### config.mk
export PLATFORM = sky130hd
export DESIGN_NAME = mpu_top
export DESIGN_NICKNAME = d
export VERILOG_FILES = /design/src/logic/mpu_pkg.sv /design/src/logic/mpu_chk_if.sv /design/src/logic/mpu_top.sv /design/src/logic/mpu_gate.sv /design/src/logic/mpu_pma.sv /design/src/logic/mpu_pmp.sv
export SDC_FILE = /design/constraint.sdc
export NUM_CORES = 1
export LEC_CHECK = 0
export BUFFER_PORTS_ARGS = -buffer_cell sky130_fd_sc_hd__buf_2
export CORE_MARGIN = 8
export CORE_UTILIZATION = 55
export CTS_BUF_LIST = sky130_fd_sc_hd__clkbuf_8
export CTS_CLUSTER_DIAMETER = 120
export DETAILED_ROUTE_END_ITERATION = 8
export PLACE_DENSITY = 0.88
export SYNTH_ARGS = -nofsm -noshare
export SYNTH_HDL_FRONTEND = slang
export SYNTH_SLANG_ARGS = --single-unit
### constraint.sdc
create_clock -name clk -period 20.7 [get_ports clk]
set_clock_uncertainty 0.2 [all_clocks]
set_input_delay 5.175 -clock clk [delete_from_list [all_inputs] [get_ports clk]]
set_output_delay 5.175 -clock clk [all_outputs]
set_load 0.01 [all_outputs]
### src/logic/mpu_pkg.sv
// Shared widths, PMA table, PMP bit positions and enums for the MPU, referenced by scoped names
`default_nettype none

package mpu_pkg;

  //////////////////////////////////////////////////
  // Widths and counts
  //////////////////////////////////////////////////

  localparam int unsigned ADDR_W          = 32;
  localparam int unsigned DATA_W          = 32;
  localparam int unsigned PMP_NUM_REGIONS = 4;
  localparam int unsigned PMA_NUM_REGIONS = 3;
  // Up to three transactions in flight
  localparam int unsigned OUTST_W         = 2;

  //////////////////////////////////////////////////
  // PMA table
  //////////////////////////////////////////////////

  // Region 0 main RAM, 1 peripherals, 2 boot ROM
  localparam logic [ADDR_W-1:0] PMA_BASE [PMA_NUM_REGIONS] = '{
    32'h0000_0000, 32'h1000_0000, 32'h8000_0000
  };
  localparam logic [ADDR_W-1:0] PMA_LAST [PMA_NUM_REGIONS] = '{
    32'h0003_FFFF, 32'h1000_FFFF, 32'h8000_FFFF
  };
  // Attribute bit i belongs to region i
  localparam logic [PMA_NUM_REGIONS-1:0] PMA_CACHEABLE  = 3'b101;
  localparam logic [PMA_NUM_REGIONS-1:0] PMA_BUFFERABLE = 3'b011;
  localparam logic [PMA_NUM_REGIONS-1:0] PMA_EXEC       = 3'b101;
  // Set where a misaligned access is allowed
  localparam logic [PMA_NUM_REGIONS-1:0] PMA_MISALIGN   = 3'b101;

  //////////////////////////////////////////////////
  // PMP configuration byte
  //////////////////////////////////////////////////

  localparam int unsigned PMP_CFG_W = 8;
  localparam int unsigned PMP_R     = 0;
  localparam int unsigned PMP_W     = 1;
  localparam int unsigned PMP_X     = 2;
  // Address matching mode occupies two bits from here
  localparam int unsigned PMP_A_LO  = 3;
  localparam int unsigned PMP_L     = 7;

  typedef enum logic [1:0] {
    PMP_OFF   = 2'd0,
    PMP_TOR   = 2'd1,
    PMP_NA4   = 2'd2,
    PMP_NAPOT = 2'd3
  } pmp_mode_e;

  //////////////////////////////////////////////////
  // Privilege, access kind, status and gate state
  //////////////////////////////////////////////////

  typedef enum logic [1:0] {
    PRIV_U = 2'd0,
    PRIV_M = 2'd3
  } priv_lvl_e;

  typedef enum logic [1:0] {
    ACC_READ,
    ACC_WRITE,
    ACC_EXEC
  } pmp_acc_e;

  typedef enum logic [1:0] {
    MPU_OK,
    MPU_RE_FAULT,
    MPU_WR_FAULT
  } mpu_status_e;

  typedef enum logic [2:0] {
    MPU_IDLE,
    MPU_RE_WAIT,
    MPU_WR_WAIT,
    MPU_RE_RESP,
    MPU_WR_RESP
  } mpu_state_e;

endpackage

`default_nettype wire
### src/logic/mpu_chk_if.sv
// Request fields and check verdicts shared by the MPU stages, one modport per stage
`timescale 1ns/1ns
`default_nettype none

interface mpu_chk_if;

  // Request fields, driven by the top level
  logic [mpu_pkg::ADDR_W-1:0] addr;
  logic                       we;
  logic                       exec;
  logic                       misaligned;
  mpu_pkg::priv_lvl_e         priv;

  // Verdicts from the check stages
  logic                       pmp_err;
  logic                       pma_err;
  logic                       cacheable;
  logic                       bufferable;

  // PMP stage
  modport pmp (
    input  addr, we, exec, priv,
    output pmp_err
  );

  // PMA stage
  modport pma (
    input  addr, exec, misaligned,
    output pma_err, cacheable, bufferable
  );

  // Gate sees the whole request and every verdict
  modport gate (
    input addr, we, exec, misaligned, priv,
    input pmp_err, pma_err, cacheable, bufferable
  );

endinterface

`default_nettype wire

### src/logic/mpu_top.sv
// MPU top level, plain core, bus and PMP ports wired to the PMP, PMA and gate stages
`timescale 1ns/1ns
`default_nettype none

module mpu_top (
  input  logic                       clk,
  input  logic                       rst_n,

  // Core request
  input  logic                       core_valid_i,
  output logic                       core_ready_o,
  input  logic [mpu_pkg::ADDR_W-1:0] core_addr_i,
  input  logic                       core_we_i,
  input  logic                       core_exec_i,
  input  logic                       core_misaligned_i,
  input  logic [mpu_pkg::DATA_W-1:0] core_wdata_i,
  input  mpu_pkg::priv_lvl_e         core_priv_i,

  // PMP configuration
  input  logic [mpu_pkg::PMP_NUM_REGIONS-1:0][mpu_pkg::PMP_CFG_W-1:0] pmp_cfg_i,
  input  logic [mpu_pkg::PMP_NUM_REGIONS-1:0][mpu_pkg::ADDR_W-1:0]    pmp_addr_i,

  // Bus request
  output logic                       bus_valid_o,
  input  logic                       bus_ready_i,
  output logic [mpu_pkg::ADDR_W-1:0] bus_addr_o,
  output logic                       bus_we_o,
  output logic [mpu_pkg::DATA_W-1:0] bus_wdata_o,
  output logic [1:0]                 bus_memtype_o,

  // Bus response
  input  logic                       bus_resp_valid_i,
  input  logic [mpu_pkg::DATA_W-1:0] bus_rdata_i,
  input  logic                       bus_err_i,

  // Core response
  output logic                       core_resp_valid_o,
  output logic [mpu_pkg::DATA_W-1:0] core_rdata_o,
  output logic                       core_bus_err_o,
  output mpu_pkg::mpu_status_e       core_status_o,
  output logic                       core_mpu_err_o
);

  mpu_chk_if chk ();

  // Request fields into the check interface
  assign chk.addr       = core_addr_i;
  assign chk.we         = core_we_i;
  assign chk.exec       = core_exec_i;
  assign chk.misaligned = core_misaligned_i;
  assign chk.priv       = core_priv_i;

  mpu_pmp u_pmp (
    .chk        (chk),
    .pmp_cfg_i  (pmp_cfg_i),
    .pmp_addr_i (pmp_addr_i)
  );

  mpu_pma u_pma (
    .chk (chk)
  );

  mpu_gate u_gate (
    .clk               (clk),
    .rst_n             (rst_n),
    .chk               (chk),
    .core_valid_i      (core_valid_i),
    .core_ready_o      (core_ready_o),
    .core_wdata_i      (core_wdata_i),
    .bus_valid_o       (bus_valid_o),
    .bus_ready_i       (bus_ready_i),
    .bus_addr_o        (bus_addr_o),
    .bus_we_o          (bus_we_o),
    .bus_wdata_o       (bus_wdata_o),
    .bus_memtype_o     (bus_memtype_o),
    .bus_resp_valid_i  (bus_resp_valid_i),
    .bus_rdata_i       (bus_rdata_i),
    .bus_err_i         (bus_err_i),
    .core_resp_valid_o (core_resp_valid_o),
    .core_rdata_o      (core_rdata_o),
    .core_bus_err_o    (core_bus_err_o),
    .core_status_o     (core_status_o),
    .core_mpu_err_o    (core_mpu_err_o)
  );

endmodule

`default_nettype wire

### src/logic/mpu_gate.sv
// MPU gate that forwards clean requests to the bus and consumes failing ones with a deferred fault
`timescale 1ns/1ns
`default_nettype none

module mpu_gate (
  input  logic                        clk,
  input  logic                        rst_n,
  mpu_chk_if.gate                     chk,

  // Core request
  input  logic                        core_valid_i,
  output logic                        core_ready_o,
  input  logic [mpu_pkg::DATA_W-1:0]  core_wdata_i,

  // Bus request
  output logic                        bus_valid_o,
  input  logic                        bus_ready_i,
  output logic [mpu_pkg::ADDR_W-1:0]  bus_addr_o,
  output logic                        bus_we_o,
  output logic [mpu_pkg::DATA_W-1:0]  bus_wdata_o,
  output logic [1:0]                  bus_memtype_o,

  // Bus response
  input  logic                        bus_resp_valid_i,
  input  logic [mpu_pkg::DATA_W-1:0]  bus_rdata_i,
  input  logic                        bus_err_i,

  // Core response
  output logic                        core_resp_valid_o,
  output logic [mpu_pkg::DATA_W-1:0]  core_rdata_o,
  output logic                        core_bus_err_o,
  output mpu_pkg::mpu_status_e        core_status_o,
  output logic                        core_mpu_err_o
);

  mpu_pkg::mpu_state_e         state_q;
  mpu_pkg::mpu_state_e         state_n;
  mpu_pkg::mpu_status_e        status;
  logic [mpu_pkg::OUTST_W-1:0] outst_q;
  logic [mpu_pkg::OUTST_W-1:0] outst_n;
  logic                        outst_full;
  logic                        idle;
  logic                        mpu_err;
  logic                        err_accept;
  logic                        bus_hs;
  logic                        fault_resp;

  assign mpu_err    = chk.pmp_err || chk.pma_err;
  assign idle       = (state_q == mpu_pkg::MPU_IDLE);
  assign outst_full = &outst_q;

  // Failing request taken by the gate itself
  assign err_accept = idle && core_valid_i && mpu_err;

  //////////////////////////////////////////////////
  // Request path
  //////////////////////////////////////////////////

  assign bus_valid_o  = core_valid_i && idle && !mpu_err && !outst_full;
  assign bus_hs       = bus_valid_o && bus_ready_i;
  // Failing requests are accepted at once and clean ones follow the bus ready
  assign core_ready_o = idle && (mpu_err || (bus_ready_i && !outst_full));

  assign bus_addr_o    = chk.addr;
  assign bus_we_o      = chk.we;
  assign bus_wdata_o   = core_wdata_i;
  // Cacheable in bit 1 and bufferable in bit 0
  assign bus_memtype_o = {chk.cacheable, chk.bufferable};

  // Outstanding count rises on a bus handshake and falls on a bus response
  always_comb begin
    outst_n = outst_q;
    if (bus_hs && !bus_resp_valid_i) begin
      outst_n = outst_q + 1'b1;
    end else if (!bus_hs && bus_resp_valid_i) begin
      outst_n = outst_q - 1'b1;
    end
  end

  //////////////////////////////////////////////////
  // Fault FSM
  //////////////////////////////////////////////////

  always_comb begin
    state_n    = state_q;
    status     = mpu_pkg::MPU_OK;
    fault_resp = 1'b0;
    case (state_q)
      mpu_pkg::MPU_IDLE: begin
        if (err_accept) begin
          // Respond next cycle once nothing is left in flight
          if (outst_n == '0) begin
            state_n = chk.we ? mpu_pkg::MPU_WR_RESP : mpu_pkg::MPU_RE_RESP;
          end else begin
            state_n = chk.we ? mpu_pkg::MPU_WR_WAIT : mpu_pkg::MPU_RE_WAIT;
          end
        end
      end
      mpu_pkg::MPU_RE_WAIT: begin
        if (outst_n == '0) begin
          state_n = mpu_pkg::MPU_RE_RESP;
        end
      end
      mpu_pkg::MPU_WR_WAIT: begin
        if (outst_n == '0) begin
          state_n = mpu_pkg::MPU_WR_RESP;
        end
      end
      mpu_pkg::MPU_RE_RESP: begin
        fault_resp = 1'b1;
        status     = mpu_pkg::MPU_RE_FAULT;
        state_n    = mpu_pkg::MPU_IDLE;
      end
      mpu_pkg::MPU_WR_RESP: begin
        fault_resp = 1'b1;
        status     = mpu_pkg::MPU_WR_FAULT;
        state_n    = mpu_pkg::MPU_IDLE;
      end
      default: begin
        state_n = mpu_pkg::MPU_IDLE;
      end
    endcase
  end

  always_ff @(posedge clk or negedge rst_n) begin
    if (!rst_n) begin
      state_q <= mpu_pkg::MPU_IDLE;
      outst_q <= '0;
    end else begin
      state_q <= state_n;
      outst_q <= outst_n;
    end
  end

  //////////////////////////////////////////////////
  // Response path
  //////////////////////////////////////////////////

  // No bus response can collide with a fault response since the count is zero then
  assign core_resp_valid_o = bus_resp_valid_i || fault_resp;
  assign core_rdata_o      = fault_resp ? '0 : bus_rdata_i;
  assign core_bus_err_o    = !fault_resp && bus_err_i;
  assign core_status_o     = status;
  assign core_mpu_err_o    = err_accept;

  // Gate leaves idle after taking a fault, so the next cycle is quiet
  a_bus_quiet_after_fault : assert property (@(posedge clk) disable iff (!rst_n)
    err_accept |=> (!bus_valid_o && !core_ready_o));

  // Bus answers only what was handed to it
  a_resp_outstanding : assert property (@(posedge clk) disable iff (!rst_n)
    bus_resp_valid_i |-> (outst_q != '0));

  // A full count never wraps to zero
  a_outst_no_overflow : assert property (@(posedge clk) disable iff (!rst_n)
    outst_full |=> (outst_q != '0));

endmodule

`default_nettype wire

### src/logic/mpu_pma.sv
// PMA lookup of the current request in the fixed region table, yields error and memory type bits
`timescale 1ns/1ns
`default_nettype none

module mpu_pma (
  mpu_chk_if.pma chk
);

  logic [mpu_pkg::PMA_NUM_REGIONS-1:0] region_hit;
  logic                                any_hit;
  logic                                exec_ok;
  logic                                misalign_ok;

  //////////////////////////////////////////////////
  // Region lookup
  //////////////////////////////////////////////////

  // Table regions never overlap, at most one bit is set
  always_comb begin
    for (int i = 0; i < mpu_pkg::PMA_NUM_REGIONS; i++) begin
      region_hit[i] = (chk.addr >= mpu_pkg::PMA_BASE[i]) &&
                      (chk.addr <= mpu_pkg::PMA_LAST[i]);
    end
  end

  assign any_hit = |region_hit;

  // Attributes of the hit region, all zero on a miss
  assign exec_ok     = |(region_hit & mpu_pkg::PMA_EXEC);
  assign misalign_ok = |(region_hit & mpu_pkg::PMA_MISALIGN);

  assign chk.cacheable  = |(region_hit & mpu_pkg::PMA_CACHEABLE);
  assign chk.bufferable = |(region_hit & mpu_pkg::PMA_BUFFERABLE);

  //////////////////////////////////////////////////
  // Error verdict
  //////////////////////////////////////////////////

  // Unmapped address
  // or fetch from a data-only region
  // or misaligned access where the region forbids it
  assign chk.pma_err = !any_hit ||
                       (chk.exec && !exec_ok) ||
                       (chk.misaligned && !misalign_ok);

endmodule

`default_nettype wire

### src/logic/mpu_pmp.sv
// PMP check of the current request against four CSR regions, combinational, flags pmp_err
`timescale 1ns/1ns
`default_nettype none

module mpu_pmp (
  mpu_chk_if.pmp chk,
  input  logic [mpu_pkg::PMP_NUM_REGIONS-1:0][mpu_pkg::PMP_CFG_W-1:0] pmp_cfg_i,
  input  logic [mpu_pkg::PMP_NUM_REGIONS-1:0][mpu_pkg::ADDR_W-1:0]    pmp_addr_i
);

  mpu_pkg::pmp_acc_e                   acc;
  logic [mpu_pkg::ADDR_W-1:0]          req_word;
  logic [mpu_pkg::PMP_NUM_REGIONS-1:0] region_hit;
  logic [mpu_pkg::PMP_NUM_REGIONS-1:0] region_perm;
  logic [mpu_pkg::PMP_NUM_REGIONS-1:0] region_lock;
  logic                                pmp_err;

  // Fetch wins over write when both are set
  always_comb begin
    if (chk.exec) begin
      acc = mpu_pkg::ACC_EXEC;
    end else if (chk.we) begin
      acc = mpu_pkg::ACC_WRITE;
    end else begin
      acc = mpu_pkg::ACC_READ;
    end
  end

  // Word address in the same units as pmpaddr
  assign req_word = {2'b00, chk.addr[mpu_pkg::ADDR_W-1:2]};

  //////////////////////////////////////////////////
  // Per-region match and permission
  //////////////////////////////////////////////////

  for (genvar i = 0; i < mpu_pkg::PMP_NUM_REGIONS; i++) begin : g_region
    logic [mpu_pkg::PMP_CFG_W-1:0] cfg;
    mpu_pkg::pmp_mode_e            mode;
    logic [mpu_pkg::ADDR_W-1:0]    lo_bound;
    logic [mpu_pkg::ADDR_W-1:0]    napot_mask;
    logic                          hit;
    logic                          perm;

    assign cfg  = pmp_cfg_i[i];
    assign mode = mpu_pkg::pmp_mode_e'(cfg[mpu_pkg::PMP_A_LO +: 2]);

    // TOR lower bound comes from the entry below, zero for entry 0
    if (i == 0) begin : g_first
      assign lo_bound = '0;
    end else begin : g_next
      assign lo_bound = pmp_addr_i[i-1];
    end

    // Trailing ones plus the next zero are don't-care bits
    assign napot_mask = ~(pmp_addr_i[i] ^ (pmp_addr_i[i] + 1'b1));

    always_comb begin
      case (mode)
        mpu_pkg::PMP_TOR:   hit = (req_word >= lo_bound) && (req_word < pmp_addr_i[i]);
        mpu_pkg::PMP_NA4:   hit = (req_word == pmp_addr_i[i]);
        mpu_pkg::PMP_NAPOT: hit = ((req_word & napot_mask) == (pmp_addr_i[i] & napot_mask));
        default:            hit = 1'b0;
      endcase
    end

    // Permission bit for this access kind
    always_comb begin
      case (acc)
        mpu_pkg::ACC_WRITE: perm = cfg[mpu_pkg::PMP_W];
        mpu_pkg::ACC_EXEC:  perm = cfg[mpu_pkg::PMP_X];
        default:            perm = cfg[mpu_pkg::PMP_R];
      endcase
    end

    assign region_hit[i]  = hit;
    assign region_perm[i] = perm;
    assign region_lock[i] = cfg[mpu_pkg::PMP_L];
  end

  //////////////////////////////////////////////////
  // Priority and privilege rules
  //////////////////////////////////////////////////

  // Walk down so the lowest matching entry is the last one applied
  always_comb begin
    // No match, M passes and U fails
    pmp_err = (chk.priv != mpu_pkg::PRIV_M);
    for (int i = mpu_pkg::PMP_NUM_REGIONS - 1; i >= 0; i--) begin
      if (region_hit[i]) begin
        if (chk.priv == mpu_pkg::PRIV_M) begin
          // M-mode only bound by locked entries
          pmp_err = region_lock[i] && !region_perm[i];
        end else begin
          pmp_err = !region_perm[i];
        end
      end
    end
  end

  assign chk.pmp_err = pmp_err;

endmodule

`default_nettype wire

==> metrics.txt <==
status=complete, no violations; EDFF count, synth=0; Rows=49; hold path endpoint=u_gate.state_q[0]$_DFFE_PN0P_; final hold viol count=0; Slew HR=44.26%; register clock-pin slew on the reported worst setup and hold paths=40 ps; Final HPWL DP=around 32,000 µm; vias per cell=between 5 and 6; Total Wirelength=36,150 µm; top achievable clock speed=0.06411 GHz; final setup TNS=0 ps; combinational share of power=88.3%; Post-CTS Resized=0; Crit Path Max Fanout=4; grt ovf=0; I/O pin count=373; ys flop type=dfrtp_1; R2R Setup Slk=around 18,000 ps; worst slew pin tran=829.7 ps; Die W=~150 µm; Sequential Power Share=6.0%; H-tree levels=1; Post-Syn Area=0.01002 mm²; hold path depth=2; cells along the critical path=buf_2, and3_1, nand4_1, nor3_1, inv_1, nor3_1, inv_1, nor2_1, nand3_1, nor3_1, nand4_1, ha_1, xnor2_1, o21ai_0, nor4b_2, nand4_1, or4_4, o21ai_2, a31oi_1, a311o_1, a31o_2, a21boi_0, buf_2; drt first pass iters=5; number of DRC markers in iteration 0=829; critical path launch point type=input pin; Syn Inst Count=1,377; crit end category=output pin; Bufs on Longest Clock Path=2; Worst-Skew Late Latency=around 220 ps; max_cap viols=0; Num Clock Sinks=5; HP Start=u_gate.state_q[1]$_DFFE_PN0P_; RSZ-0062 raised after global routing=no; WP data arrival=~10,000 ps; Worst R2R Start=u_gate.state_q[2]$_DFFE_PN0P_; antenna-violating nets left=0; Synth-to-Final Area Change=13.17%; fin nets=2,111; critical path type=in -> out; Final Cycle Share=~75%; Sw Pwr=0.0001686 W; Syn. warnings=0; GR Util All Layers=29.65%; global-route wire length before repair=~54,000 µm; CTS hold repair buffers=0; vias in the first global route=11,040; hold slack final=approximately 380 ps; register bit total from synthesis=5; starting density of the core=between 50% and 60%; syn nets=1,882; Clock power frac=5.7%; R2R cell count=8; fin area=0.01134 mm²; die area=0.02280 mm²; R2R Path End=u_gate.state_q[1]$_DFFE_PN0P_; Setup violations, final=0; PortBufs=approximately 300; Root Driver=clkbuf_8; DP Area=0.01127 mm²; antenna violations before repair=5; Hold Crit Class=reg -> reg; unique cell type count in the Yosys netlist=77; CP max stage cell=or4_4; Max stage delay on crit path=540 ps; Crit path required time=15,330 ps; sw frac=53.49%; gpl congestion=approximately 0.96; fraction of registers with async set/reset=100.0%; share of cells above drive strength 1=20.62%; TritonCTS clock tree=yes; sequential fraction of the synthesis area=1.248%; Pwr Density=27.79 mW/mm²; Mapped Avg Cell Area=around 7.3 µm²; Critical Path Start=pmp_addr_i[96]; worst vdd ir=0.00003076 V; core area=0.01790 mm²; CTS Buf Count=3; P_int=0.0001466 W; pin count of the biggest net entering global routing=34; Setup Buffers After CTS=0; count of pins over their slew limit=0; Lkg Pwr=around 5.5 nW; DRC Markers=0; fin crit period=15,600 ps; drt wl/cell=19.59 µm; via count=11,061; Die H=151.0 µm
## per-layer routing
metal	vias up	routed length [µm]	GRT usage, %
met1	5128	14500	36.13
met4	2	1545	13.61
met5	-	11	0
met2	521	17180	51.25
met3	108	2912	3.346
li1	5302	-	-
## critical path: cells and delay by family
| family | cells | cell delay [ps] |
|---|---|---|
| compound gates | 6 | 1200 |
| xor+xnor | 1 | 130 |
| fa+ha+maj | 1 | 300 |
| buf+inv | 4 | 520 |
| simple gates | 11 | 2880 |
## cells in the mapped netlist (6+ instances only)
cell,n,share of area (%)
a21boi_0,16,1.2
a21boi_1,7,0.52
a21o_1,8,0.60
a21oi_1,53,2.6
and2_1,37,2.3
and3_1,12,0.75
and4_1,8,0.70
and4b_1,8,0.80
buf_4,67,5.0
ha_1,238,30
inv_1,168,6.3
nand2_1,101,3.8
nand3_1,65,3.2
nand3b_1,9,0.67
nand4_1,66,4.1
nor2_1,67,2.5
nor3_1,42,2.1
nor3b_1,14,1.0
nor4_1,23,1.4
nor4b_1,16,1.4
o211ai_1,6,0.45
o21a_1,11,0.82
o21ai_0,42,2.1
or3_1,22,1.4
xnor2_1,118,10
xor2_1,61,5.3
## registers in the layout, indices dropped and copies added (netlist names)
name	flops
u_gate.state_q	3
u_gate.outst_q	2
## cells in the final DEF (no fill, tap or decap), types with 9 or more instances in the layout
| cell type | Yosys | layout |
|---|---|---|
| diode_2 | 0 | 11 |
| or3_1 | 22 | 22 |
| nand4_1 | 66 | 66 |
| o21a_1 | 11 | 11 |
| buf_2 | 1 | 296 |
| nor4b_1 | 16 | 16 |
| nand3b_1 | 9 | 9 |
| nor4_1 | 23 | 23 |
| nor2_1 | 67 | 67 |
| nor3_1 | 42 | 42 |
| nand3_1 | 65 | 65 |
| and3_1 | 12 | 12 |
| xnor2_1 | 118 | 118 |
| a21oi_1 | 53 | 53 |
| xor2_1 | 61 | 61 |
| and2_1 | 37 | 37 |
| nand2_1 | 101 | 101 |
| o21ai_0 | 42 | 42 |
| ha_1 | 238 | 238 |
| nor3b_1 | 14 | 14 |
| inv_1 | 168 | 169 |
| a21boi_0 | 16 | 16 |
## power by group through the flow
stage               clock (W)  sequential, W  combinational [W]
floorplan                   0      0.0000175           0.000178
detailed placement          0      0.0000186           0.000274
finish              0.0000180      0.0000188           0.000278
CTS                 0.0000177      0.0000185           0.000276
global placement            0      0.0000181           0.000262
global route        0.0000185      0.0000194           0.000306
## cells by family after synthesis
| kind of cell | Yosys count | synth area share, % |
|---|---|---|
| muxes | 6 | 0.6116 |
| adders and majority gates | 238 | 29.71 |
| xor gates and xnor gates | 179 | 15.64 |
| and+or+nand+nor | 519 | 29.08 |
| AOI/OAI and AO/OA | 183 | 11.93 |
| buffers and inverters | 247 | 11.78 |
| DFF | 5 | 1.248 |
## per-stage QoR
step,instances,utilization [%],total power [W],setup WS (ps)
after floorplan,1377,-,0.0001959,6118
after global placement,1830,62.96,0.0002801,5270
after detailed placement,1830,62.96,0.0002929,5202
after CTS,1834,63.22,0.0003118,5186
after global routing,1838,63.27,0.0003438,4798
final,1845,63.37,0.0003152,5101
## how the worst max path moves through the flow
| stage | slack, ps | end |
|---|---|---|
| 6_report | 5100 | core_ready_o |
| 5_1_grt | 4800 | core_ready_o |
| 4_1_cts | 5190 | core_ready_o |
| 3_5_place_dp | 5200 | core_ready_o |
| 3_3_place_gp | 5270 | core_ready_o |
| 2_1_floorplan | 6120 | core_ready_o |
## area by class of cell
class                   count  area [µm²]
clock buffers               3       41.29
diodes                     11       27.53
flip-flops and latches      5       125.1
well taps                 229       286.5
fillers                  1642        6558
repair buffers            297        1489
clock inverters             1       3.754
inverters                 174       653.1
multi-input cells        1125        8718
Power figures use the tool's default switching activity.
